## src/defs_pkg.sv

```systemverilog
/*
 * Shared sizes, response and burst codes, and FSM state types for the
 * AXI4 SSRAM controller. Imported by every design unit.
 */
`default_nettype none

package defs_pkg;

  // AXI4 port sizes
  localparam int AXI_ID_W   = 2;
  localparam int AXI_ADDR_W = 32;
  localparam int AXI_LEN_W  = 8;
  localparam int DATA_W     = 64;
  localparam int STRB_W     = DATA_W / 8;

  // Memory geometry
  localparam int MEM_AW    = 10;
  localparam int MEM_DEPTH = 1 << MEM_AW;
  // Byte offset bits below the word address
  localparam int WORD_LSB  = $clog2(STRB_W);

  // Response codes on B and R
  localparam logic [1:0] RESP_OKAY   = 2'b00;
  localparam logic [1:0] RESP_SLVERR = 2'b10;

  // Burst types, WRAP is handled like INCR
  localparam logic [1:0] BURST_FIXED = 2'b00;
  localparam logic [1:0] BURST_INCR  = 2'b01;

  typedef enum logic [1:0] {
    W_IDLE,
    W_DATA,
    W_RESP
  } wr_state_e;

  typedef enum logic [1:0] {
    R_IDLE,
    R_ISSUE,
    R_WAIT,
    R_SEND
  } rd_state_e;

endpackage

`default_nettype wire

```

## src/ssram_if.sv

```systemverilog
/*
 * Request bundle from one engine to the SSRAM arbiter.
 * The engine drives the request fields, the arbiter returns the grant.
 */
`timescale 1ns/10ps
`default_nettype none

interface ssram_if;
  import defs_pkg::*;

  logic              req;
  logic              we;
  logic [MEM_AW-1:0] addr;
  logic [DATA_W-1:0] wdata;
  logic [STRB_W-1:0] be;
  logic              gnt;

  modport engine  (output req, we, addr, wdata, be, input gnt);
  modport arbiter (input req, we, addr, wdata, be, output gnt);

endinterface

`default_nettype wire

```

## src/ssram_arbiter.sv

```systemverilog
/*
 * Round-robin arbiter for the single SSRAM port. Grants one of the two
 * engines per cycle and steers its request onto the memory pins.
 */
`timescale 1ns/10ps
`default_nettype none

module ssram_arbiter (
  input  logic                        clk,
  input  logic                        i_reset,
  ssram_if.arbiter                    i_wr,
  ssram_if.arbiter                    i_rd,
  output logic                        o_en,
  output logic                        o_we,
  output logic [defs_pkg::MEM_AW-1:0] o_addr,
  output logic [defs_pkg::DATA_W-1:0] o_wdata,
  output logic [defs_pkg::STRB_W-1:0] o_be
);
  import defs_pkg::*;

  // Set when the write engine won the last grant
  logic last_wr;

  // On a tie the engine that lost last time wins
  assign i_wr.gnt = i_wr.req && (!i_rd.req || !last_wr);
  assign i_rd.gnt = i_rd.req && (!i_wr.req || last_wr);

  always_ff @(posedge clk) begin
    if (i_reset) begin
      last_wr <= 1'b0;
    end else if (i_wr.gnt) begin
      last_wr <= 1'b1;
    end else if (i_rd.gnt) begin
      last_wr <= 1'b0;
    end
  end

  always_comb begin
    o_en = i_wr.gnt || i_rd.gnt;
    if (i_wr.gnt) begin
      o_we    = i_wr.we;
      o_addr  = i_wr.addr;
      o_wdata = i_wr.wdata;
      o_be    = i_wr.be;
    end else begin
      o_we    = i_rd.gnt && i_rd.we;
      o_addr  = i_rd.addr;
      o_wdata = i_rd.wdata;
      o_be    = i_rd.be;
    end
  end

endmodule

`default_nettype wire

```

## src/flat_wrapper.sv

```systemverilog
// flat-port wrapper written by rule: the top's interface ports become plain ports
module ssram_arbiter_flat import defs_pkg::*;
  (clk, i_reset, o_en, o_we, o_addr, o_wdata, o_be, i_wr_req, i_wr_we, i_wr_addr, i_wr_wdata, i_wr_be, i_wr_gnt, i_rd_req, i_rd_we, i_rd_addr, i_rd_wdata, i_rd_be, i_rd_gnt);
  ssram_if i_wr_i ();
  ssram_if i_rd_i ();
  input  logic clk;
  input  logic i_reset;
  output logic o_en;
  output logic o_we;
  output logic [defs_pkg::MEM_AW-1:0] o_addr;
  output logic [defs_pkg::DATA_W-1:0] o_wdata;
  output logic [defs_pkg::STRB_W-1:0] o_be;
  input wire logic [$bits(i_wr_i.req)-1:0] i_wr_req;
  input wire logic [$bits(i_wr_i.we)-1:0] i_wr_we;
  input wire logic [$bits(i_wr_i.addr)-1:0] i_wr_addr;
  input wire logic [$bits(i_wr_i.wdata)-1:0] i_wr_wdata;
  input wire logic [$bits(i_wr_i.be)-1:0] i_wr_be;
  output wire logic [$bits(i_wr_i.gnt)-1:0] i_wr_gnt;
  input wire logic [$bits(i_rd_i.req)-1:0] i_rd_req;
  input wire logic [$bits(i_rd_i.we)-1:0] i_rd_we;
  input wire logic [$bits(i_rd_i.addr)-1:0] i_rd_addr;
  input wire logic [$bits(i_rd_i.wdata)-1:0] i_rd_wdata;
  input wire logic [$bits(i_rd_i.be)-1:0] i_rd_be;
  output wire logic [$bits(i_rd_i.gnt)-1:0] i_rd_gnt;
  assign i_wr_i.req = i_wr_req;
  assign i_wr_i.we = i_wr_we;
  assign i_wr_i.addr = i_wr_addr;
  assign i_wr_i.wdata = i_wr_wdata;
  assign i_wr_i.be = i_wr_be;
  assign i_wr_gnt = i_wr_i.gnt;
  assign i_rd_i.req = i_rd_req;
  assign i_rd_i.we = i_rd_we;
  assign i_rd_i.addr = i_rd_addr;
  assign i_rd_i.wdata = i_rd_wdata;
  assign i_rd_i.be = i_rd_be;
  assign i_rd_gnt = i_rd_i.gnt;
  ssram_arbiter u_core (.clk(clk), .i_reset(i_reset), .i_wr(i_wr_i), .i_rd(i_rd_i), .o_en(o_en), .o_we(o_we), .o_addr(o_addr), .o_wdata(o_wdata), .o_be(o_be));
endmodule
```

## config.mk

```make
export PLATFORM = sky130hd
export DESIGN_NAME = ssram_arbiter_flat
export DESIGN_NICKNAME = d
export VERILOG_FILES = /design/src/defs_pkg.sv /design/src/ssram_if.sv /design/src/ssram_arbiter.sv /design/src/flat_wrapper.sv
export SDC_FILE = /design/constraint.sdc
export NUM_CORES = 1
export LEC_CHECK = 0
export BUFFER_PORTS_ARGS = -buffer_cell sky130_fd_sc_hd__buf_2
export CORE_AREA = 2 2 99 101
export CTS_BUF_LIST = sky130_fd_sc_hd__clkbuf_4
export DETAILED_ROUTE_END_ITERATION = 6
export DIE_AREA = 0 0 101 103
export PLACE_DENSITY = 0.56
export SLEW_MARGIN = 20
export SYNTH_ARGS = -nofsm -noshare
export SYNTH_HDL_FRONTEND = slang
export SYNTH_SLANG_ARGS = --single-unit
```

## constraint.sdc

```tcl
create_clock -name clk -period 3.3 [get_ports clk]
set_input_delay 0.33 -clock clk [delete_from_list [all_inputs] [get_ports clk]]
set_output_delay 0.33 -clock clk [all_outputs]
set_load 0.1 [all_outputs]
```

==> results.txt <==
I/O pin total - 256
main combinational cell family by area after synthesis - multiplexers
DRC - 0
final wirelength - 5300 microns
worst hold path type - primary input to flop
post-cts hold buffer count - 0
gr ovfl total - 0
Slew HR - 61.0%
Starting DRT DRC Count - 23
Synth cell types - 12
met1 Use GR - 8.18%
Setup crit end kind - primary output
total global-route track usage - 7.53%
final worst path period share - 66.2%
post-synth net total - 269
commonest non-fill, non-tap cell in the layout - buf_2
DR vias - 1809
Max VDD drop - 0.178 mV
initial antenna violation count - 0
kind of critical path - primary input to primary output
#FFs+latches synth - 1
Post-Syn Area per Cell - 14.0 sq um
max reg flops - 1
mux share of post-synthesis cell area - 83.1%
Fillers - 1010
Seq/Total Area, Yosys - 1.45%
Simple-Gate Fraction of Synth Area - 1.63%
Crit Reg-Reg Endpoint - u_core.last_wr$_SDFFE_PP0P_
Top Usage Layer GRT - met2
R2R setup slack - 2.58 ns
Slew @ Worst Pin - 0.585 ns
Die X-Extent - 101 microns
Hold WS - 0.499 ns
Worst-Skew Late Latency - 0 ns
Compound-Gate Fraction of Synth Area - 2.62%
fin crit period - 2.19 ns
Fin. Hold Viols - 0
critical path launch point type - primary input
antenna-violating nets left - 0
Final Max Tran Viols - 0
Worst EP required - 2.97 ns
buffers added on ports - 255
post-cts resize count - 0
commonest cells after routing, fill and taps aside - 255 x buf_2, 60 x mux2_4, 22 x mux2_2
critical path arrival - 1.86 ns
GR Layer Usage met3 - 1.15%
pwr dens - 399 mW/mm^2
first-pass GRT wire length - 6560 microns
post-synthesis cell count - 99
DIE HEIGHT - 103 microns
status - finished, final reports clean
Max-cap violations - 0
synth-to-layout area growth - 92.9%
# rows - 36
Critical Path Start - i_rd_req
LEAKAGE - 1.61 nW
largest fanout on the critical path - 84
routability cong. - 0.734
fin nets - 518
Syn Std Cell Area - 0.00138 sq mm
largest net degree at the start of global routing - 85
xor and xnor fraction of the mapped netlist area - 0%
vias in the first global route - 1565
Hold Path Cell Cnt - 2
Critical Path End - o_be[7]
vias per cell - 3.93
critical path's largest stage delay - 0.41 ns
TritonRoute pass-1 iters - 4
setup skew after layout - 0 ns
Initial Utilization - 14.6%
RSZ-0062 raised after global routing - false
Synth Area in Adders - 0%
Post-CTS Repair Setup Buffers - 0
antenna fix cells - 0
yosys warns - 0
die area - 0.0104 sq mm
Biggest register - u_core.last_wr
top achievable clock speed - 458 MHz
cells along the critical path - buf_2 > a21boi_4 > buf_12 > mux2_2 > buf_2
biggest regs - u_core.last_wr: 1 flops
Reg2Reg Depth - 2
Worst-path clk slew - 0 ns
DP HPWL - 4690 microns
GR Util met2 - 16.1%
Routed WL per cell - 11.5 microns
RR Startpoint - u_core.last_wr$_SDFFE_PP0P_
Core Region - 0.00946 sq mm
share of layout cells above drive strength 1 - 98.3%
Final setup violation count - 0
Worst path slowest cell - buf_12
TNS Setup - 0 ns
Most Frequent Cell on Critical Path - buf_2
==> area by class of cell <==
type                    count  area (sq um)  share of cell area (%)
repair buffers            256          1300                    48.6
flip-flops and latches      1          20.0                   0.751
well taps                 114           143                    5.35
multi-input cells          89          1210                    45.3
==> logic make-up (layout without fill, tap and decap cells) <==
logic type | Yosys count | count (layout)
flip-flops | 1 | 1
AND/OR/NAND/NOR | 4 | 4
buffers and inverters | 9 | 256
multiplexers | 82 | 82
AO/OA/AOI/OAI | 3 | 3
==> critical path: cells and delay by family <==
kind                   cells  cell delay, ns
AOI/OAI and AO/OA          1            0.17
muxes                      1            0.40
buffers and inverters      3            0.84
==> layer usage <==
| layer | vias up | share of wire (%) |
|---|---|---|
| met5 | - | 0 |
| met4 | 0 | 0 |
| met3 | 0 | 13 |
| met2 | 146 | 53 |
| met1 | 793 | 34 |
| li1 | 870 | - |
==> how the worst min path moves through the flow <==
| stage | from | end | slack (ns) |
|---|---|---|---|
| 3_5_place_dp | i_reset | u_core.last_wr$_SDFFE_PP0P_ | 0.50 |
| 6_report | i_reset | u_core.last_wr$_SDFFE_PP0P_ | 0.50 |
| 3_3_place_gp | i_reset | u_core.last_wr$_SDFFE_PP0P_ | 0.50 |
| 4_1_cts | i_reset | u_core.last_wr$_SDFFE_PP0P_ | 0.50 |
| 2_1_floorplan | i_reset | u_core.last_wr$_SDFFE_PP0P_ | 0.41 |
| 5_1_grt | i_reset | u_core.last_wr$_SDFFE_PP0P_ | 0.51 |
==> through the flow <==
step	utilization (%)	worst slack, ns	std cells	total power [mW]	area, sq um
finish	28.2	1.11	460	1.06	2670
floorplan	-	1.22	99	0.916	1380
global placement	28.2	1.16	460	1.06	2670
CTS	28.2	1.13	460	1.07	2670
detailed placement	28.2	1.13	460	1.07	2670
global route	28.2	1.05	460	1.10	2670
==> synth_stat cells <==
cell type | count | area share, %
buf_12 | 7 | 10
mux2_2 | 22 | 18
dfxtp_1 | 1 | 1.4
a21boi_4 | 1 | 1.4
and2_1 | 1 | 0.45
or2_2 | 1 | 0.45
nand2b_1 | 1 | 0.45
nor2_1 | 1 | 0.27
a32o_1 | 1 | 0.72
buf_4 | 2 | 1.1
a211oi_1 | 1 | 0.54
mux2_4 | 60 | 65
==> power by group <==
part | switching, mW | internal, mW
Combinational | 0.792 | 0.257
Clock | 0 | 0
Sequential | 0.00140 | 0.0134
Total | 0.793 | 0.271
No activity file was read; power rests on OpenSTA's default activity.
