===== config.mk =====
export PLATFORM = sky130hd
export DESIGN_NAME = axi_wr_engine_flat
export DESIGN_NICKNAME = d
export VERILOG_FILES = /design/src/defs_pkg.sv /design/src/ssram_if.sv /design/src/axi_wr_engine.sv /design/src/flat_wrapper.sv
export SDC_FILE = /design/constraint.sdc
export NUM_CORES = 1
export LEC_CHECK = 0
export ABC_AREA = 1
export ABC_CLOCK_PERIOD_IN_PS = 2600
export BUFFER_PORTS_ARGS = -buffer_cell sky130_fd_sc_hd__buf_4
export CORE_AREA = 2 2 82 84
export CTS_BUF_LIST = sky130_fd_sc_hd__clkbuf_8
export CTS_CLUSTER_DIAMETER = 80
export DETAILED_ROUTE_END_ITERATION = 12
export DIE_AREA = 0 0 84 86
export HOLD_SLACK_MARGIN = 0.15
export PLACE_DENSITY = 0.77
export SETUP_SLACK_MARGIN = 0.2
export SLEW_MARGIN = 20
export SYNTH_ARGS = -nofsm -noshare
export SYNTH_HDL_FRONTEND = slang
export SYNTH_SLANG_ARGS = --single-unit

===== constraint.sdc =====
create_clock -name clk -period 2.6 [get_ports clk]
set_input_delay 0.13 -clock clk [delete_from_list [all_inputs] [get_ports clk]]
set_output_delay 0.13 -clock clk [all_outputs]
set_load 0.02 [all_outputs]

===== src/defs_pkg.sv =====
/*
 * Shared sizes, response and burst codes, and FSM state types for the
 * AXI4 SSRAM controller. Imported by every design unit.
 */
`default_nettype none

package defs_pkg;

  // AXI4 port sizes
  localparam int AXI_ID_W   = 2;
  localparam int AXI_ADDR_W = 32;
  localparam int AXI_LEN_W  = 8;
  localparam int DATA_W     = 64;
  localparam int STRB_W     = DATA_W / 8;

  // Memory geometry
  localparam int MEM_AW    = 10;
  localparam int MEM_DEPTH = 1 << MEM_AW;
  // Byte offset bits below the word address
  localparam int WORD_LSB  = $clog2(STRB_W);

  // Response codes on B and R
  localparam logic [1:0] RESP_OKAY   = 2'b00;
  localparam logic [1:0] RESP_SLVERR = 2'b10;

  // Burst types, WRAP is handled like INCR
  localparam logic [1:0] BURST_FIXED = 2'b00;
  localparam logic [1:0] BURST_INCR  = 2'b01;

  typedef enum logic [1:0] {
    W_IDLE,
    W_DATA,
    W_RESP
  } wr_state_e;

  typedef enum logic [1:0] {
    R_IDLE,
    R_ISSUE,
    R_WAIT,
    R_SEND
  } rd_state_e;

endpackage

`default_nettype wire


===== src/ssram_if.sv =====
/*
 * Request bundle from one engine to the SSRAM arbiter.
 * The engine drives the request fields, the arbiter returns the grant.
 */
`timescale 1ns/10ps
`default_nettype none

interface ssram_if;
  import defs_pkg::*;

  logic              req;
  logic              we;
  logic [MEM_AW-1:0] addr;
  logic [DATA_W-1:0] wdata;
  logic [STRB_W-1:0] be;
  logic              gnt;

  modport engine  (output req, we, addr, wdata, be, input gnt);
  modport arbiter (input req, we, addr, wdata, be, output gnt);

endinterface

`default_nettype wire


===== src/axi_wr_engine.sv =====
/*
 * AXI4 write engine. Takes one AW burst at a time, turns each granted
 * W beat into a masked SSRAM write and returns a single B response.
 */
`timescale 1ns/10ps
`default_nettype none

module axi_wr_engine (
  input  logic                            clk,
  input  logic                            i_reset,
  input  logic [defs_pkg::AXI_ID_W-1:0]   i_axi_awid,
  input  logic [defs_pkg::AXI_ADDR_W-1:0] i_axi_awaddr,
  input  logic [defs_pkg::AXI_LEN_W-1:0]  i_axi_awlen,
  input  logic [1:0]                      i_axi_awburst,
  input  logic                            i_axi_awvalid,
  output logic                            o_axi_awready,
  input  logic [defs_pkg::DATA_W-1:0]     i_axi_wdata,
  input  logic [defs_pkg::STRB_W-1:0]     i_axi_wstrb,
  input  logic                            i_axi_wlast,
  input  logic                            i_axi_wvalid,
  output logic                            o_axi_wready,
  output logic [defs_pkg::AXI_ID_W-1:0]   o_axi_bid,
  output logic [1:0]                      o_axi_bresp,
  output logic                            o_axi_bvalid,
  input  logic                            i_axi_bready,
  ssram_if.engine                         o_mem
);
  import defs_pkg::*;

  wr_state_e            state;
  logic [AXI_ID_W-1:0]  w_id;
  logic [MEM_AW-1:0]    w_addr;
  logic [AXI_LEN_W-1:0] w_len;
  logic [AXI_LEN_W-1:0] w_cnt;
  logic                 w_incr;
  logic                 w_oor;
  logic                 aw_hs;
  logic                 w_beat;
  logic                 w_end;

  assign aw_hs  = o_axi_awready && i_axi_awvalid;
  assign w_beat = o_axi_wready && i_axi_wvalid;
  // Burst ends on wlast, or on the beat count if the master omits it
  assign w_end  = i_axi_wlast || (w_cnt == w_len);

  assign o_axi_awready = (state == W_IDLE);
  // Out-of-range beats are taken without touching the memory
  assign o_axi_wready  = (state == W_DATA) && (w_oor || o_mem.gnt);
  assign o_axi_bvalid  = (state == W_RESP);
  assign o_axi_bid     = w_id;
  assign o_axi_bresp   = w_oor ? RESP_SLVERR : RESP_OKAY;

  assign o_mem.req   = (state == W_DATA) && i_axi_wvalid && !w_oor;
  assign o_mem.we    = 1'b1;
  assign o_mem.addr  = w_addr;
  assign o_mem.wdata = i_axi_wdata;
  assign o_mem.be    = i_axi_wstrb;

  always_ff @(posedge clk) begin
    if (i_reset) begin
      state <= W_IDLE;
    end else begin
      case (state)
        W_IDLE: if (aw_hs) state <= W_DATA;
        W_DATA: if (w_beat && w_end) state <= W_RESP;
        W_RESP: if (i_axi_bready) state <= W_IDLE;
        default: state <= W_IDLE;
      endcase
    end
  end

  // Burst context and address counter
  always_ff @(posedge clk) begin
    if (aw_hs) begin
      w_id   <= i_axi_awid;
      w_addr <= i_axi_awaddr[MEM_AW+WORD_LSB-1:WORD_LSB];
      w_len  <= i_axi_awlen;
      w_cnt  <= '0;
      w_incr <= (i_axi_awburst != BURST_FIXED);
      w_oor  <= |i_axi_awaddr[AXI_ADDR_W-1:MEM_AW+WORD_LSB];
    end else if (w_beat) begin
      w_cnt <= w_cnt + 1'b1;
      if (w_incr) begin
        w_addr <= w_addr + 1'b1;
      end
    end
  end

endmodule

`default_nettype wire


===== src/flat_wrapper.sv =====
// flat-port wrapper written by rule: the top's interface ports become plain ports
module axi_wr_engine_flat import defs_pkg::*;
  (clk, i_reset, i_axi_awid, i_axi_awaddr, i_axi_awlen, i_axi_awburst, i_axi_awvalid, o_axi_awready, i_axi_wdata, i_axi_wstrb, i_axi_wlast, i_axi_wvalid, o_axi_wready, o_axi_bid, o_axi_bresp, o_axi_bvalid, i_axi_bready, o_mem_req, o_mem_we, o_mem_addr, o_mem_wdata, o_mem_be, o_mem_gnt);
  ssram_if o_mem_i ();
  input  logic clk;
  input  logic i_reset;
  input  logic [defs_pkg::AXI_ID_W-1:0] i_axi_awid;
  input  logic [defs_pkg::AXI_ADDR_W-1:0] i_axi_awaddr;
  input  logic [defs_pkg::AXI_LEN_W-1:0] i_axi_awlen;
  input  logic [1:0] i_axi_awburst;
  input  logic i_axi_awvalid;
  output logic o_axi_awready;
  input  logic [defs_pkg::DATA_W-1:0] i_axi_wdata;
  input  logic [defs_pkg::STRB_W-1:0] i_axi_wstrb;
  input  logic i_axi_wlast;
  input  logic i_axi_wvalid;
  output logic o_axi_wready;
  output logic [defs_pkg::AXI_ID_W-1:0] o_axi_bid;
  output logic [1:0] o_axi_bresp;
  output logic o_axi_bvalid;
  input  logic i_axi_bready;
  output wire logic [$bits(o_mem_i.req)-1:0] o_mem_req;
  output wire logic [$bits(o_mem_i.we)-1:0] o_mem_we;
  output wire logic [$bits(o_mem_i.addr)-1:0] o_mem_addr;
  output wire logic [$bits(o_mem_i.wdata)-1:0] o_mem_wdata;
  output wire logic [$bits(o_mem_i.be)-1:0] o_mem_be;
  input wire logic [$bits(o_mem_i.gnt)-1:0] o_mem_gnt;
  assign o_mem_req = o_mem_i.req;
  assign o_mem_we = o_mem_i.we;
  assign o_mem_addr = o_mem_i.addr;
  assign o_mem_wdata = o_mem_i.wdata;
  assign o_mem_be = o_mem_i.be;
  assign o_mem_i.gnt = o_mem_gnt;
  axi_wr_engine u_core (.clk(clk), .i_reset(i_reset), .i_axi_awid(i_axi_awid), .i_axi_awaddr(i_axi_awaddr), .i_axi_awlen(i_axi_awlen), .i_axi_awburst(i_axi_awburst), .i_axi_awvalid(i_axi_awvalid), .o_axi_awready(o_axi_awready), .i_axi_wdata(i_axi_wdata), .i_axi_wstrb(i_axi_wstrb), .i_axi_wlast(i_axi_wlast), .i_axi_wvalid(i_axi_wvalid), .o_axi_wready(o_axi_wready), .o_axi_bid(o_axi_bid), .o_axi_bresp(o_axi_bresp), .o_axi_bvalid(o_axi_bvalid), .i_axi_bready(i_axi_bready), .o_mem(o_mem_i));
endmodule

==> results <==
- The number of gates resized after CTS is 0.
- The number of warning messages in the yosys log is 0.
- The total inserted antenna cells is 0.
- The largest clock skew in the final design is 6.94 ps.
- The placed instance count is ~320.
- The number of design rule violations left after detail routing is 0.
- The largest net degree at the start of global routing is 19.
- IR analysis of the VDD net gives a maximum drop of 0.227 mV.
- The measured slew at the worst slew-check pin is ~500 ps.
- The number of cells in the finished layout apart from fillers is about 350.
- The number of antenna violations at the first check in global routing was 0.
- Yosys mapped the design onto 28 distinct sky130hd cell types.
- Buffers inserted during clock tree synthesis total 5.
- The vias per cell is roughly 4.4.
- The startpoint class of the critical path is a flop.
- The synthesized net count is roughly 380.
- The cell count after synthesis is 256.
- The routed layout has 1542 vias.
- In the finished design, the share of the clock period the worst path needs comes to between 60 and 70%.
- The via count of the first global-routing pass is about 1500.
- The tool flagged a number of max-cap violations equal to 0.
- The number of register bits inferred by synthesis is 32.
- Global routing used about an eighth of the available tracks across all layers.
- The final RePlAce weighted congestion is 0.747.
- The critical path required time is 2570 ps.
- The run finished with clean final reports.
- At the worst endpoint, the arrival time is around 1700 ps.
- The final layout contains routed wiring with a total length of 4.42 mm.
- The critical path is of the reg2reg type.
- In this run the worst path has a maximum fanout of 18.
- The leakage power summed over all cells is 1.07 nW.
- The placeable core area is roughly 6300 µm².
- The placed wire-length estimate after detailed placement is between 3 and 4 mm.
- The floorplan has 29 rows.
- The final net count is around 400.
- The clock tree from TritonCTS is done.
- The worst relative slew slack is 66.6%.
- ~210 I/O pins were placed.
- Buffers placed on the I/O ports in this run total 64.
- Setup violations remaining at the end of the flow were counted as 0.
- The type of element capturing the critical path is a flop.
- From synthesis to final layout, the design area changed by 16.2%.
- Before antenna repair, the detailed router went through 4 iterations.
- For this run the aggregate overflow at the end of global routing stands at 0.
- The maximum frequency from static timing analysis is ~570 MHz.
- The clock root buffer is sky130_fd_sc_hd__clkbuf_8.
- Across all setup checks in the final design, the least slack found is 839 ps.
- The die covers 7220 µm².
- The worst-case hold slack is roughly 160 ps.
- Clock latency on the worst-skew pair, taken at its later pin, is between 200 and 300 ps.
- In this run the worst hold path is classified as in2reg.
- Cells fill 40.1% of the core in the end.
- The time the final worst path needs with I/O delays and setup is ~1800 ps.
- Each instance of the synthesized netlist takes up on average about 8.5 µm².
- The iteration-0 DRC count of the detailed router is between 80 and 90.
- The H-tree generated during clock tree synthesis spans 2 levels.
- The vertical extent of the die is approximately 86 µm.
- Setup total negative slack on the finished layout was measured at 0 ps.
- The tree built by TritonCTS fans out to 32 sinks.
- The portion of the post-synthesis area used by sequential elements is about two fifths.
- The die extent in x is between 80 and 90 µm.
- The routed wire length per instance is 12.5 µm.
- The number of buffers inserted by post-CTS setup repair is 0.
- The maximum root-to-sink buffer count is 2.
- The first global-routing pass estimated 6.93 mm of wire.
- Clock-pin slew was measured on the worst setup and hold paths at around 70 ps.
- The count of hold-fix buffers inserted at cts is 23.
- In this run the power density over the cells is between 500 and 600 nW/µm².
- The final hold violation count is 0.
- The initial utilization of the core area, before any placement, comes to around a third.
- The count of pins over their slew limit was 0.
- The layout cell share with drive strength beyond 1 is between 30% and 40%.
- The post-route antenna net violation count is 0.
- The cell area that synthesis handed to floorplanning was between 2000 and 2500 µm².
- Setup repair after global routing left no endpoint under its margin.
- The minimum setup slack after placement is between 800 and 900 ps.
## worst max-delay path, cell delays in order, from the launching register on
cell	delay, ps
sky130_fd_sc_hd__dfxtp_1	330
sky130_fd_sc_hd__nor2_1	150
sky130_fd_sc_hd__nand2_2	180
sky130_fd_sc_hd__inv_1	430
sky130_fd_sc_hd__buf_4	350
## Yosys cell counts
| master | instances | area [µm²] |
|---|---|---|
| sky130_fd_sc_hd__nand2_1 | 54 | 203 |
| sky130_fd_sc_hd__nor4_1 | 5 | 31.3 |
| sky130_fd_sc_hd__xor2_1 | 4 | 35.0 |
| sky130_fd_sc_hd__o21ai_1 | 1 | 5.00 |
| sky130_fd_sc_hd__conb_1 | 2 | 7.51 |
| sky130_fd_sc_hd__ha_1 | 2 | 25.0 |
| sky130_fd_sc_hd__buf_2 | 2 | 10.0 |
| sky130_fd_sc_hd__nand2_2 | 3 | 18.8 |
| sky130_fd_sc_hd__nand3b_1 | 1 | 7.51 |
| sky130_fd_sc_hd__o21ai_0 | 9 | 45.0 |
| sky130_fd_sc_hd__buf_4 | 75 | 563 |
| sky130_fd_sc_hd__nor4_2 | 1 | 12.5 |
| sky130_fd_sc_hd__nor3_2 | 1 | 10.0 |
| sky130_fd_sc_hd__a21oi_1 | 9 | 45.0 |
| sky130_fd_sc_hd__o21ai_2 | 1 | 8.76 |
| sky130_fd_sc_hd__nor2_4 | 1 | 11.3 |
| sky130_fd_sc_hd__nor2_1 | 14 | 52.6 |
| sky130_fd_sc_hd__nand4_1 | 1 | 6.26 |
| sky130_fd_sc_hd__nor3_1 | 3 | 15.0 |
| sky130_fd_sc_hd__nor2_2 | 3 | 18.8 |
| sky130_fd_sc_hd__inv_1 | 20 | 75.1 |
| sky130_fd_sc_hd__xnor2_1 | 6 | 52.6 |
| sky130_fd_sc_hd__nand3_1 | 1 | 5.00 |
| sky130_fd_sc_hd__nand3_2 | 3 | 30.0 |
| sky130_fd_sc_hd__o31ai_1 | 1 | 7.51 |
| sky130_fd_sc_hd__or2_2 | 1 | 6.26 |
| sky130_fd_sc_hd__edfxtp_1 | 22 | 661 |
| sky130_fd_sc_hd__dfxtp_1 | 10 | 200 |
## sequential cells by signal (all words and copies together) (netlist names)
name / flops
u_core.o_axi_bid: 2
u_core.o_mem.addr: 10
u_core.w_cnt: 8
u_core.w_oor: 1
u_core.w_incr: 1
u_core.w_len: 8
u_core.state: 2
## worst paths after layout
kind / from / end / slack, ps / cells after the start
setup / recovery: u_core.state[0]$_SDFFE_PP0P_ / u_core.w_len[3]$_DFFE_PP_ / 840 / 4
hold / removal: i_axi_awaddr[8] / u_core.o_mem.addr[5]$_DFFE_PP_ / 160 / 3
setup reg to reg: u_core.state[0]$_SDFFE_PP0P_ / u_core.w_len[3]$_DFFE_PP_ / 840 / 4
hold reg to reg: u_core.w_cnt[4]$_SDFFE_PP0P_ / u_core.w_cnt[4]$_SDFFE_PP0P_ / 500 / 2
## metal layers
metal / track usage, % / up-vias / part of all wire [%] / routed length [µm]
met5: 0 / - / 0 / 0
met4: 6.30 / 0 / 3.3 / 145
met3: 3.37 / 22 / 8.0 / 354
met2: 21.1 / 76 / 51 / 2240
met1: 13.5 / 669 / 38 / 1680
li1: - / 775 / - / -
## stage by stage
step	total power, mW	cell area (µm²)
detailed placement	0.896	2180
floorplan	0.933	2170
CTS	1.40	2520
global placement	0.889	2180
finish	1.38	2520
global route	1.46	2520
## area by class of cell
type                            count  area, µm²
Fill cell                         631       3760
Tap cell                           77       96.3
Clock buffer                        5       68.8
Timing Repair Buffer               88        718
Inverter                           20       75.1
Multi-Input combinational cell    127        659
Clock inverter                      3       41.3
Sequential cell                    32        861
## where the power goes
group | internal, mW | switching [mW]
clock | 0.284 | 0.187
combinational | 0.140 | 0.141
sequential | 0.596 | 0.0349
## logic make-up (layout without fill, tap and decap cells)
kind of cell	count (synthesis)	after routing	share of synthesized area, %
buf+inv	97	116	29.9
simple gates	92	92	19.7
flops	32	32	39.7
compound gates	21	21	5.14
xor+xnor	10	10	4.04
fa+ha+maj	2	2	1.15
other cells	2	2	0.346
## layout by cell type, fill, tap and decap left out
cell	Yosys	routed
sky130_fd_sc_hd__nand3_1	1	1
sky130_fd_sc_hd__o21ai_2	1	1
sky130_fd_sc_hd__dlygate4sd3_1	0	23
sky130_fd_sc_hd__ha_1	2	2
sky130_fd_sc_hd__nor4_2	1	1
sky130_fd_sc_hd__o21ai_1	1	1
sky130_fd_sc_hd__nor2_1	14	14
sky130_fd_sc_hd__clkbuf_8	0	5
sky130_fd_sc_hd__nor2_4	1	1
sky130_fd_sc_hd__inv_1	20	20
sky130_fd_sc_hd__conb_1	2	2
sky130_fd_sc_hd__or2_2	1	1
sky130_fd_sc_hd__o31ai_1	1	1
sky130_fd_sc_hd__xor2_1	4	4
sky130_fd_sc_hd__inv_4	0	1
sky130_fd_sc_hd__buf_4	75	65
sky130_fd_sc_hd__dfxtp_1	10	10
sky130_fd_sc_hd__nand2_2	3	3
sky130_fd_sc_hd__a21oi_1	9	9
sky130_fd_sc_hd__nor2_2	3	3
sky130_fd_sc_hd__nand2_1	54	54
sky130_fd_sc_hd__nand3b_1	1	1
sky130_fd_sc_hd__o21ai_0	9	9
sky130_fd_sc_hd__nor3_1	3	3
sky130_fd_sc_hd__nor3_2	1	1
sky130_fd_sc_hd__edfxtp_1	22	22
sky130_fd_sc_hd__nand4_1	1	1
sky130_fd_sc_hd__nor4_1	5	5
sky130_fd_sc_hd__nand3_2	3	3
sky130_fd_sc_hd__clkinv_2	0	1
sky130_fd_sc_hd__xnor2_1	6	6
sky130_fd_sc_hd__bufinv_16	0	1
No activity file was read; power rests on OpenSTA's default activity.
