$ cat config.mk
export PLATFORM = sky130hd
export DESIGN_NAME = axi_rd_engine_flat
export DESIGN_NICKNAME = d
export VERILOG_FILES = /design/src/defs_pkg.sv /design/src/ssram_if.sv /design/src/axi_rd_engine.sv /design/src/flat_wrapper.sv
export SDC_FILE = /design/constraint.sdc
export NUM_CORES = 1
export LEC_CHECK = 0
export ABC_AREA = 0
export ABC_CLOCK_PERIOD_IN_PS = 5900
export BUFFER_PORTS_ARGS = -buffer_cell sky130_fd_sc_hd__buf_4
export CAP_MARGIN = 30
export CORE_AREA = 2 2 105 107
export DETAILED_ROUTE_END_ITERATION = 7
export DIE_AREA = 0 0 107 109
export PLACE_DENSITY_LB_ADDON = 0.08
export SYNTH_ARGS = -nofsm -noshare
export SYNTH_HDL_FRONTEND = slang
export SYNTH_SLANG_ARGS = --single-unit
$ cat constraint.sdc
create_clock -name clk -period 5.9 [get_ports clk]
set_input_delay 0.59 -clock clk [delete_from_list [all_inputs] [get_ports clk]]
set_output_delay 0.59 -clock clk [all_outputs]
set_load 0.03 [all_outputs]
$ cat src/defs_pkg.sv
/*
 * Shared sizes, response and burst codes, and FSM state types for the
 * AXI4 SSRAM controller. Imported by every design unit.
 */
`default_nettype none

package defs_pkg;

  // AXI4 port sizes
  localparam int AXI_ID_W   = 2;
  localparam int AXI_ADDR_W = 32;
  localparam int AXI_LEN_W  = 8;
  localparam int DATA_W     = 64;
  localparam int STRB_W     = DATA_W / 8;

  // Memory geometry
  localparam int MEM_AW    = 10;
  localparam int MEM_DEPTH = 1 << MEM_AW;
  // Byte offset bits below the word address
  localparam int WORD_LSB  = $clog2(STRB_W);

  // Response codes on B and R
  localparam logic [1:0] RESP_OKAY   = 2'b00;
  localparam logic [1:0] RESP_SLVERR = 2'b10;

  // Burst types, WRAP is handled like INCR
  localparam logic [1:0] BURST_FIXED = 2'b00;
  localparam logic [1:0] BURST_INCR  = 2'b01;

  typedef enum logic [1:0] {
    W_IDLE,
    W_DATA,
    W_RESP
  } wr_state_e;

  typedef enum logic [1:0] {
    R_IDLE,
    R_ISSUE,
    R_WAIT,
    R_SEND
  } rd_state_e;

endpackage

`default_nettype wire

$ cat src/ssram_if.sv
/*
 * Request bundle from one engine to the SSRAM arbiter.
 * The engine drives the request fields, the arbiter returns the grant.
 */
`timescale 1ns/10ps
`default_nettype none

interface ssram_if;
  import defs_pkg::*;

  logic              req;
  logic              we;
  logic [MEM_AW-1:0] addr;
  logic [DATA_W-1:0] wdata;
  logic [STRB_W-1:0] be;
  logic              gnt;

  modport engine  (output req, we, addr, wdata, be, input gnt);
  modport arbiter (input req, we, addr, wdata, be, output gnt);

endinterface

`default_nettype wire

$ cat src/axi_rd_engine.sv
/*
 * AXI4 read engine. Takes one AR burst at a time and walks it one beat
 * at a time: request, memory read, capture, then hold R until rready.
 */
`timescale 1ns/10ps
`default_nettype none

module axi_rd_engine (
  input  logic                            clk,
  input  logic                            i_reset,
  input  logic [defs_pkg::AXI_ID_W-1:0]   i_axi_arid,
  input  logic [defs_pkg::AXI_ADDR_W-1:0] i_axi_araddr,
  input  logic [defs_pkg::AXI_LEN_W-1:0]  i_axi_arlen,
  input  logic [1:0]                      i_axi_arburst,
  input  logic                            i_axi_arvalid,
  output logic                            o_axi_arready,
  output logic [defs_pkg::AXI_ID_W-1:0]   o_axi_rid,
  output logic [defs_pkg::DATA_W-1:0]     o_axi_rdata,
  output logic [1:0]                      o_axi_rresp,
  output logic                            o_axi_rlast,
  output logic                            o_axi_rvalid,
  input  logic                            i_axi_rready,
  ssram_if.engine                         o_mem,
  input  logic [defs_pkg::DATA_W-1:0]     i_mem_rdata
);
  import defs_pkg::*;

  rd_state_e            state;
  logic [AXI_ID_W-1:0]  r_id;
  logic [MEM_AW-1:0]    r_addr;
  logic [AXI_LEN_W-1:0] r_len;
  logic [AXI_LEN_W-1:0] r_cnt;
  logic                 r_incr;
  logic                 r_oor;
  logic [DATA_W-1:0]    r_data;
  logic                 ar_hs;
  logic                 r_beat;

  assign ar_hs  = o_axi_arready && i_axi_arvalid;
  assign r_beat = o_axi_rvalid && i_axi_rready;

  assign o_axi_arready = (state == R_IDLE);
  assign o_axi_rvalid  = (state == R_SEND);
  assign o_axi_rid     = r_id;
  assign o_axi_rdata   = r_data;
  assign o_axi_rresp   = r_oor ? RESP_SLVERR : RESP_OKAY;
  assign o_axi_rlast   = (state == R_SEND) && (r_cnt == r_len);

  // Read-only requester
  assign o_mem.req   = (state == R_ISSUE) && !r_oor;
  assign o_mem.we    = 1'b0;
  assign o_mem.addr  = r_addr;
  assign o_mem.wdata = '0;
  assign o_mem.be    = '0;

  always_ff @(posedge clk) begin
    if (i_reset) begin
      state <= R_IDLE;
    end else begin
      case (state)
        R_IDLE: if (ar_hs) state <= R_ISSUE;
        R_ISSUE: begin
          if (r_oor) begin
            state <= R_SEND;
          end else if (o_mem.gnt) begin
            state <= R_WAIT;
          end
        end
        R_WAIT: state <= R_SEND;
        R_SEND: if (r_beat) state <= o_axi_rlast ? R_IDLE : R_ISSUE;
        default: state <= R_IDLE;
      endcase
    end
  end

  // Burst context, counters and the R holding register
  always_ff @(posedge clk) begin
    if (ar_hs) begin
      r_id   <= i_axi_arid;
      r_addr <= i_axi_araddr[MEM_AW+WORD_LSB-1:WORD_LSB];
      r_len  <= i_axi_arlen;
      r_cnt  <= '0;
      r_incr <= (i_axi_arburst != BURST_FIXED);
      r_oor  <= |i_axi_araddr[AXI_ADDR_W-1:MEM_AW+WORD_LSB];
    end else if (state == R_ISSUE && r_oor) begin
      r_data <= '0;
    end else if (state == R_WAIT) begin
      r_data <= i_mem_rdata;
    end else if (r_beat) begin
      r_cnt <= r_cnt + 1'b1;
      if (r_incr) begin
        r_addr <= r_addr + 1'b1;
      end
    end
  end

endmodule

`default_nettype wire

$ cat src/flat_wrapper.sv
// flat-port wrapper written by rule: the top's interface ports become plain ports
module axi_rd_engine_flat import defs_pkg::*;
  (clk, i_reset, i_axi_arid, i_axi_araddr, i_axi_arlen, i_axi_arburst, i_axi_arvalid, o_axi_arready, o_axi_rid, o_axi_rdata, o_axi_rresp, o_axi_rlast, o_axi_rvalid, i_axi_rready, i_mem_rdata, o_mem_req, o_mem_we, o_mem_addr, o_mem_wdata, o_mem_be, o_mem_gnt);
  ssram_if o_mem_i ();
  input  logic clk;
  input  logic i_reset;
  input  logic [defs_pkg::AXI_ID_W-1:0] i_axi_arid;
  input  logic [defs_pkg::AXI_ADDR_W-1:0] i_axi_araddr;
  input  logic [defs_pkg::AXI_LEN_W-1:0] i_axi_arlen;
  input  logic [1:0] i_axi_arburst;
  input  logic i_axi_arvalid;
  output logic o_axi_arready;
  output logic [defs_pkg::AXI_ID_W-1:0] o_axi_rid;
  output logic [defs_pkg::DATA_W-1:0] o_axi_rdata;
  output logic [1:0] o_axi_rresp;
  output logic o_axi_rlast;
  output logic o_axi_rvalid;
  input  logic i_axi_rready;
  input  logic [defs_pkg::DATA_W-1:0] i_mem_rdata;
  output wire logic [$bits(o_mem_i.req)-1:0] o_mem_req;
  output wire logic [$bits(o_mem_i.we)-1:0] o_mem_we;
  output wire logic [$bits(o_mem_i.addr)-1:0] o_mem_addr;
  output wire logic [$bits(o_mem_i.wdata)-1:0] o_mem_wdata;
  output wire logic [$bits(o_mem_i.be)-1:0] o_mem_be;
  input wire logic [$bits(o_mem_i.gnt)-1:0] o_mem_gnt;
  assign o_mem_req = o_mem_i.req;
  assign o_mem_we = o_mem_i.we;
  assign o_mem_addr = o_mem_i.addr;
  assign o_mem_wdata = o_mem_i.wdata;
  assign o_mem_be = o_mem_i.be;
  assign o_mem_i.gnt = o_mem_gnt;
  axi_rd_engine u_core (.clk(clk), .i_reset(i_reset), .i_axi_arid(i_axi_arid), .i_axi_araddr(i_axi_araddr), .i_axi_arlen(i_axi_arlen), .i_axi_arburst(i_axi_arburst), .i_axi_arvalid(i_axi_arvalid), .o_axi_arready(o_axi_arready), .o_axi_rid(o_axi_rid), .o_axi_rdata(o_axi_rdata), .o_axi_rresp(o_axi_rresp), .o_axi_rlast(o_axi_rlast), .o_axi_rvalid(o_axi_rvalid), .i_axi_rready(i_axi_rready), .o_mem(o_mem_i), .i_mem_rdata(i_mem_rdata));
endmodule
==> results.yml, run 1 <==
critical_path:
  cp_slowest_cell: "buf_4"
  crit_buf_inv: 2
  r2r_slack_ps: 3630
  crit_chain: "inv_1 -> ha_1 -> a21o_1 -> and2_2 -> buf_4"
  crit_required_ps: 5890
  cp_max_fo: 64
  worst_r2r_path_depth: 5
  max_stage_delay_ps: 610
  cp-end-kind: "register"
  worstPathArrival_ps: 2270
  r2r-end: "u_core.o_axi_rdata[9]$_SDFFCE_PP0P_"
  critPathTopFamily: "buffers and inverters"
  regToRegStartpoint: "u_core.state[1]$_SDFFE_PP0P_"
  crit_type: "reg2reg"
  crit_path_start_kind: "register"
timing:
  tightestPinTransition_ps: 815
  drv_slew: 0
  rsz0062_at_grt: "no"
  min_period_ps: 2270
  setup_viol: 0
  timing.final.crit_share_pct: 38.5
  slew_headroom_pct: 45.7
  hold_viol: 0
  clock_skew_ps: 11.1
  max_freq_mhz: 440
  finalSetupTns_ps: 0
floorplan:
  rows: 38
  start_util_pct: 42.9
  die_h_um: 109
  core_sq_um: 10600
  die_w_um: 107
  io_pins: 268
  dieArea_sq_um: 11700
power:
  swShare_pct: 41.4
  p_int_mw: 1.87
  seq_power_share_pct: 39.0
  p_leak_nw: 2.59
  power_mw: 3.20
  ir_drop_mv: 0.223
  p_clk_share_pct: 15.0
  net-switching-power_mw: 1.32
  powerDensity_nw_per_um2: 527
  pwr-share-comb_pct: 46.1
global_routing:
  grt.total_usage_pct: 16.4
  grt_pass1_vias: 2772
  grt_max_degree: 65
  antenna_found_initial: 0
  grt_pass1_wl_um: 14300
  overflow: 0
routing:
  dr.first_iter.drc_count: 147
  m1WireLength_um: 3830
  met2_wirelength_um: 5160
  vias: 3052
  drt-total-wl_um: 9980
  drc_errors: 0
  vias_per_cell: 4.35
  ant_nets: 0
  post_drt_wl_per_cell_um: 14.2
  dr.pass1.iters: 4
  topRoutingLayerUsed: "met4"
  wl_met3_um: 810
synth:
  ys_types: 33
  synth_area_sq_um: 4550
  seq_area_frac_synth_pct: 61.2
  syn_avg_cell_area_sq_um: 12.5
  netlist_instances: 364
  yosysWarnings: 0
  synth_seq_cells: 96
finish:
  multiInputGateArea_sq_um: 1400
  final_common_cell: "buf_4"
  area_growth_pct: 33.3
  final_layout_size_suffix_gt1_share_pct: 38.7
  layout_common_cells: "193 x buf_4, 86 x edfxtp_1, 74 x conb_1"
  fillers: 914
  diodes: 0
  layout.area.seq_sq_um: 2780
  final_nets: 676
clock_tree:
  clk_path_buf_depth: 2
  cts_tree: "built"
  htree_num_levels: 3
  postCtsSetupBuffers: 0
  hold_buffers: 0
  root_buffer: "clkbuf_8"
  clock_latency_ps: 360
  cts_resized: 0
  cts_made_buffers: 9
  clock_sinks: 96
  path_clk_slew_ps: 90
place:
  dpl.hpwl_um: 7580
  port_buffers: 190
  place_congestion: 0.758
hold_path:
  holdPathStages: 2
  worstHoldStart: "i_reset"
  hold_path.class: "in2reg"
  hold_end: "u_core.state[1]$_SDFFE_PP0P_"
flow_run:
  max_cap_viol_count: 0
status:
  status: "finished clean"
power groups by stage:
stage | Clock [mW] | Sequential [mW] | Combinational, mW
6_report | 0.478 | 1.25 | 1.47
5_1_grt | 0.521 | 1.28 | 1.57
4_1_cts | 0.496 | 1.25 | 1.49
3_5_place_dp | 0 | 1.27 | 1.49
3_3_place_gp | 0 | 1.26 | 1.48
2_1_floorplan | 0 | 1.73 | 0.527
worst max-delay path by stage:
| stage | startpoint | end | slack, ps | cells past startpoint |
|---|---|---|---|---|
| after floorplan | u_core.state[0]$_SDFFE_PP0P_ | u_core.o_axi_rdata[0]$_SDFFCE_PP0P_ | 2980 | 4 |
| after global placement | u_core.state[1]$_SDFFE_PP0P_ | u_core.o_axi_rdata[22]$_SDFFCE_PP0P_ | 3690 | 5 |
| after detailed placement | u_core.state[1]$_SDFFE_PP0P_ | u_core.o_axi_rdata[50]$_SDFFCE_PP0P_ | 3660 | 5 |
| after CTS | u_core.state[1]$_SDFFE_PP0P_ | u_core.o_axi_rdata[17]$_SDFFCE_PP0P_ | 3640 | 5 |
| after global routing | u_core.state[1]$_SDFFE_PP0P_ | u_core.o_axi_rdata[19]$_SDFFCE_PP0P_ | 3500 | 5 |
| final | u_core.state[1]$_SDFFE_PP0P_ | u_core.o_axi_rdata[9]$_SDFFCE_PP0P_ | 3630 | 5 |
worst reg2reg max path, delay by kind of cell (launching register included):
kind                       cells  cell delay, ps
AOI/OAI and AO/OA              1             370
buffers and inverters          2             720
DFF                            1             350
adders and majority gates      1             200
and+or+nand+nor                1             210
flip-flops by register name (all words and copies together), names as in the netlist:
signal              cells
u_core.r_cnt            8
u_core.o_axi_rid        2
u_core.r_oor            1
u_core.o_mem.addr      10
u_core.o_axi_rdata     64
u_core.r_incr           1
u_core.r_len            8
u_core.state            2
layout make-up:
| type | instances | share of cell area, % |
|---|---|---|
| inverters | 9 | 0.578 |
| clock inverters | 7 | 1.65 |
| multi-input cells | 247 | 23.1 |
| well taps | 140 | 2.89 |
| clock buffers | 9 | 2.04 |
| flip-flops and latches | 96 | 45.9 |
| repair buffers | 193 | 23.9 |
layer usage:
layer  track usage (%)  vias to the layer above
met3              2.87                       11
met5                 0                        -
met4              8.53                        0
met2              28.0                      162
li1                  -                     1468
met1              20.0                     1411
metrics by stage:
| step | cell area, sq um | setup WS [ps] | hold WS [ps] | util, % | instances |
|---|---|---|---|---|---|
| global placement | 5840 | 3690 | 527 | 55.1 | 685 |
| CTS | 6060 | 3640 | 374 | 57.2 | 701 |
| detailed placement | 5840 | 3660 | 527 | 55.1 | 685 |
| finish | 6060 | 3630 | 395 | 57.2 | 701 |
| global route | 6060 | 3500 | 378 | 57.2 | 701 |
| floorplan | 4820 | 2980 | 495 | - | 437 |
synth_stat cells:
| library cell | instances | area (sq um) |
|---|---|---|
| clkinvlp_2 | 1 | 5.00 |
| inv_2 | 1 | 3.75 |
| nor4_2 | 2 | 25.0 |
| and2_1 | 65 | 407 |
| nor3_1 | 6 | 30.0 |
| nor4_4 | 1 | 21.3 |
| conb_1 | 1 | 3.75 |
| nor2_1 | 12 | 45.0 |
| and3_1 | 1 | 6.26 |
| xor2_1 | 2 | 17.5 |
| clkbuf_1 | 9 | 33.8 |
| a21o_1 | 1 | 7.51 |
| nor4_1 | 5 | 31.3 |
| nand2_1 | 20 | 75.1 |
| mux2i_1 | 1 | 10.0 |
| edfxtp_1 | 86 | 2580 |
| o21bai_1 | 1 | 7.51 |
| dfxtp_1 | 10 | 200 |
| or4_1 | 1 | 7.51 |
| buf_6 | 1 | 11.3 |
| a21oi_1 | 2 | 10.0 |
| nor2b_4 | 1 | 13.8 |
| a31oi_1 | 1 | 6.26 |
| nand4_1 | 5 | 31.3 |
| o21ai_0 | 8 | 40.0 |
| a222oi_1 | 1 | 10.0 |
| xnor2_1 | 21 | 184 |
| o21ai_1 | 3 | 15.0 |
| buf_4 | 75 | 563 |
| ha_1 | 7 | 87.6 |
| or2_2 | 1 | 6.26 |
| nand3_1 | 5 | 25.0 |
| inv_1 | 7 | 26.3 |
cells by family after synthesis:
kind of cell,share of synthesized area (%)
and+or+nand+nor,15.9
DFF,61.2
xor gates and xnor gates,4.43
buffers and inverters,14.1
other,0.0824
AOI/OAI and AO/OA,2.12
muxes,0.220
adders and majority gates,1.93
(Power assumes the default switching activity.)
==> run 2: changes to the inputs <==
- ABC_CLOCK_PERIOD_IN_PS: 5900 -> 2110
- CORE_AREA: 2 2 105 107 -> default
- CORE_MARGIN: default -> 1
- CORE_UTILIZATION: default -> 44
- DIE_AREA: 0 0 107 109 -> default
- clock period: 5.9 -> 2.11 ns (I/O delays scaled with it)
==> run 2 against run 1 <==
  * Register-to-register slack worse by 3300 ps
  * Design area hardly changed
  * Clock power is 120% higher
  * Critical endpoint is now u_core.o_mem.addr[5]$_DFFE_PP_
==> results.yml, run 2 (synthesized netlist as in run 1, its figures left out) <==
status:
  status: "finished clean"
timing:
  finalSetupTns_ps: 0
  slew_headroom_pct: 56.6
  min_period_ps: 1820
  timing.final.crit_share_pct: 86.4
  clock_skew_ps: 9.50
  setup_viol: 0
  tightestPinTransition_ps: 650
  max_freq_mhz: 549
  drv_slew: 0
  whs_ps: 26.4
  hold_viol: 0
  rsz0062_at_grt: "no"
floorplan:
  core_sq_um: 9910
  rows: 36
  die_h_um: 104
  die_w_um: 104
  io_pins: 268
  dieArea_sq_um: 10800
  start_util_pct: 45.9
clock_tree:
  cts_tree: "built"
  path_clk_slew_ps: 90
  clock_sinks: 96
  cts_resized: 0
  hold_buffers: 1
  clk_path_buf_depth: 2
  cts_made_buffers: 9
  clock_latency_ps: 360
  root_buffer: "clkbuf_8"
  postCtsSetupBuffers: 0
  htree_num_levels: 3
critical_path:
  cp_max_fo: 37
  worst_r2r_path_depth: 5
  crit_path_start_kind: "register"
  regToRegStartpoint: "u_core.state[0]$_SDFFE_PP0P_"
  path_depth: 5
  critPathCapture: "u_core.o_mem.addr[5]$_DFFE_PP_"
  r2r_slack_ps: 290
  critPathTopFamily: "buffers and inverters"
  crit_chain: "inv_1 -> ha_1 -> nand2_1 -> inv_2 -> o21ai_0"
  cp-end-kind: "register"
  startpoint: "u_core.state[0]$_SDFFE_PP0P_"
  r2r-end: "u_core.o_mem.addr[5]$_DFFE_PP_"
  crit_type: "reg2reg"
  worstPathArrival_ps: 1900
  crit_required_ps: 2190
  crit_buf_inv: 2
  cp_slowest_cell: "inv_2"
  max_stage_delay_ps: 520
routing:
  dr.pass1.iters: 4
  vias_per_cell: 4.37
  post_drt_wl_per_cell_um: 13.4
  vias: 3051
  drc_errors: 0
  drt-total-wl_um: 9360
  dr.first_iter.drc_count: 75
  ant_nets: 0
place:
  place_area_sq_um: 5880
  port_buffers: 190
  dpl.hpwl_um: 7000
  place_congestion: 0.771
finish:
  final_nets: 680
  area_growth_pct: 33.3
  largest_register_ff_count: 64
  diodes: 0
  layout_common_cells: "194 x buf_4, 86 x edfxtp_1, 74 x conb_1"
  stdcell_area_sq_um: 6060
  final_common_cell: "buf_4"
  final_layout_size_suffix_gt1_share_pct: 38.8
power:
  powerDensity_nw_per_um2: 1450
  power_mw: 8.79
  ir_drop_mv: 0.624
  p_leak_nw: 2.59
global_routing:
  grt.total_usage_pct: 17.3
  antenna_found_initial: 0
  grt_pass1_vias: 2850
  grt_max_degree: 65
  grt_pass1_wl_um: 14200
  overflow: 0
hold_path:
  hold_path.class: "in2reg"
flow_run:
  max_cap_viol_count: 0
==> run 2: layout make-up <==
class                           instances  area (sq um)
Clock buffer                            9           124
Sequential cell                        96          2780
Fill cell                             839          3850
Timing Repair Buffer                  197          1510
Multi-Input combinational cell        247          1400
Clock inverter                          7          47.5
Inverter                                9          35.0
Tap cell                              133           166
==> run 2: per-layer routing <==
layer  track usage, %  up-vias  part of all wire [%]
met1             19.7     1394                    37
met3             3.65       20                   8.0
met4             10.2        0                   3.3
li1                 -     1474                     -
met5                0        -                     0
met2             29.9      163                    51
==> run 2: stage by stage <==
step           cells  util, %  setup slack (ps)
2_1_floorplan    437        -              60.5
3_3_place_gp     681     59.3               347
3_5_place_dp     681     59.3               264
4_1_cts          698     61.2               262
5_1_grt          698     61.2              77.7
6_report         698     61.2               288
==> run 2: worst min-delay path by stage <==
| stage | start | to | cells past startpoint |
|---|---|---|---|
| 2_1_floorplan | i_reset | u_core.state[1]$_SDFFE_PP0P_ | 1 |
| 3_3_place_gp | i_axi_arid[0] | u_core.o_axi_rid[0]$_DFFE_PP_ | 1 |
| 3_5_place_dp | i_axi_arid[1] | u_core.o_axi_rid[1]$_DFFE_PP_ | 1 |
| 4_1_cts | i_axi_arlen[1] | u_core.r_len[1]$_DFFE_PP_ | 1 |
| 5_1_grt | i_axi_arlen[1] | u_core.r_len[1]$_DFFE_PP_ | 1 |
| 6_report | i_axi_arid[1] | u_core.o_axi_rid[1]$_DFFE_PP_ | 1 |
==> run 2: worst register-to-register path, cell delays in order (launching register included) <==
cell and delay [ps]:
dfxtp_1 350, inv_1 120, ha_1 200, nand2_1 160
inv_2 520, o21ai_0 200
==> run 2: power breakdown <==
group,internal [mW],leakage (nW),switching (mW),total (mW)
Clock,0.428,0.0870,0.637,1.07
Combinational,1.49,1.60,2.77,4.26
Sequential,3.18,0.896,0.285,3.46
Total,5.09,2.59,3.69,8.79
==> run 3: changes to the inputs <==
- ABC_AREA: 0 -> 1
- CORE_UTILIZATION: 44 -> 45
==> run 3 against run 2 <==
  * Routed wire length is 7.2% higher
  * Core utilization about the same
  * Register-to-register slack better by 40 ps
  * Worst hold slack worse by 13 ps
  * Sequential power shrank 2%
  * Total power down 2.6%
  * Synthesized cell count grew 33%
  * Worst setup slack improved by 37 ps
  * Sequential cell count unchanged
  * Critical path depth increased by 3
  * Non-clock buffer count decreased by 3
  * Highest routed layer unchanged
==> results.yml, run 3 <==
clock_tree:
  clock_latency_ps: 350
  hold_buffers: 0
  root_buffer: "clkbuf_8"
  postCtsSetupBuffers: 0
  htree_num_levels: 3
  cts_made_buffers: 9
  clock_sinks: 96
  path_clk_slew_ps: 90
  cts_tree: "built"
  clk_path_buf_depth: 2
  cts_resized: 0
timing:
  layout_setup_ws_ps: 325
  whs_ps: 13.7
  rsz0062_at_grt: "no"
  finalSetupTns_ps: 0
  max_freq_mhz: 560
  setup_viol: 0
  min_period_ps: 1790
  timing.final.crit_share_pct: 84.6
  clock_skew_ps: 4.99
  hold_viol: 0
  drv_slew: 0
critical_path:
  worst_r2r_path_depth: 8
  r2r-end: "u_core.o_mem.addr[4]$_DFFE_PP_"
  startpoint: "u_core.state[0]$_SDFFE_PP0P_"
  crit_path_start_kind: "register"
  crit_required_ps: 2180
  cp_max_fo: 10
  regToRegStartpoint: "u_core.state[0]$_SDFFE_PP0P_"
  critPathCapture: "u_core.o_mem.addr[4]$_DFFE_PP_"
  cp-end-kind: "register"
  r2r_slack_ps: 320
  worstPathArrival_ps: 1850
  crit_type: "reg2reg"
synth:
  synth_common_cells: "93 x inv_1, 86 x edfxtp_1, 77 x nor2_1"
  synth_area_sq_um: 4790
  syn_avg_cell_area_sq_um: 9.88
  yosys.cell_count.top_type: "inv_1"
  async_flop_share_pct: 0
  synth_seq_cells: 96
  synth_ff_type: "edfxtp_1"
  netlist_instances: 485
  yosysTopAreaCellShare_pct: 53.9
  ys_types: 35
  synth_top_area_cell: "edfxtp_1"
  seq_area_frac_synth_pct: 58.1
  synth_edf_count: 86
  yosysWarnings: 0
  synth_area_leaders: "edfxtp_1 54%, buf_4 12%, inv_1 7.3%"
finish:
  area_growth_pct: 31.8
  diodes: 0
  final_layout_size_suffix_gt1_share_pct: 34.3
  final_nets: 800
  largest_register_ff_count: 64
  fin_cells: 821
  fillers: 882
  final_common_cell: "buf_4"
  layout_common_cells: "192 x buf_4, 90 x inv_1, 86 x edfxtp_1"
place:
  place_congestion: 0.821
  pre_cts_ws_ps: 339
  dp.cells: 805
  dpl.hpwl_um: 7730
  port_buffers: 190
floorplan:
  die_h_um: 105
  core_sq_um: 10300
  die_w_um: 105
  dieArea_sq_um: 11100
  rows: 37
  io_pins: 268
  start_util_pct: 46.4
routing:
  vias_per_cell: 4.23
  drc_errors: 0
  ant_nets: 0
  post_drt_wl_per_cell_um: 12.2
  drt-total-wl_um: 10000
  dr.first_iter.drc_count: 133
  dr.pass1.iters: 4
  vias: 3473
hold_path:
  hold_path.class: "in2reg"
flow_run:
  max_cap_viol_count: 0
power:
  p_leak_nw: 3.08
  powerDensity_nw_per_um2: 1350
  ir_drop_mv: 0.690
global_routing:
  grt.total_usage_pct: 18.0
  grt_pass1_vias: 3149
  grt_max_degree: 65
  overflow: 0
  antenna_found_initial: 0
  grt_pass1_wl_um: 15500
status:
  status: "finished clean"
## run 3: power breakdown
| group | internal (mW) | total [mW] | leakage, nW | switching (mW) |
|---|---|---|---|---|
| registers | 3.12 | 3.40 | 0.897 | 0.285 |
| clock network | 0.429 | 1.08 | 0.0835 | 0.648 |
| logic | 1.31 | 4.08 | 2.10 | 2.77 |
## run 3: area by class of cell
class	count	area, sq um	area share (%)
clock inverters	7	46.3	0.733
multi-input cells	283	1340	21.3
inverters	96	367	5.80
flip-flops and latches	96	2780	44.1
repair buffers	194	1480	23.5
clock buffers	9	124	1.96
well taps	136	170	2.69
## run 3: through the flow
step / power, mW / util (%) / area, sq um
2_1_floorplan: 6.18 / - / 5110
3_3_place_gp: 7.49 / 59.5 / 6150
3_5_place_dp: 7.59 / 59.5 / 6150
4_1_cts: 8.66 / 61.2 / 6320
5_1_grt: 9.03 / 61.2 / 6320
6_report: 8.55 / 61.2 / 6320
## run 3: critical path, cell delays in order (launching register included)
cell and delay (ps):
dfxtp_1 390, inv_2 90, ha_1 220, inv_1 130, nand4_4 180, inv_4 120, nand2_1 50, o21ai_0 90
buf_4 230
## run 3: how the worst min path moves through the flow
stage | startpoint | slack, ps | endpoint | cells past startpoint
floorplan | i_reset | 280 | u_core.state[1]$_SDFFE_PP0P_ | 1
global placement | i_reset | 380 | u_core.state[1]$_SDFFE_PP0P_ | 2
detailed placement | i_reset | 390 | u_core.state[1]$_SDFFE_PP0P_ | 2
CTS | i_reset | 2 | u_core.state[1]$_SDFFE_PP0P_ | 2
global route | i_reset | 2 | u_core.state[1]$_SDFFE_PP0P_ | 2
finish | i_reset | 10 | u_core.state[1]$_SDFFE_PP0P_ | 2
## run 3: cell families after synthesis
logic type,after synthesis,synth area share [%]
fa+ha+maj,7,1.83
other cells,1,0.0783
buf+inv,179,20.2
compound gates,22,2.82
xor+xnor,5,0.914
flops,96,58.1
simple gates,175,16.1
## run 3: metal layers
metal | up-vias | track usage [%] | wire, um
met1 | 1575 | 22.7 | 4360
met2 | 133 | 30.9 | 4950
met4 | 0 | 6.94 | 168
li1 | 1750 | - | -
met5 | - | 0 | 0
met3 | 15 | 3.12 | 548
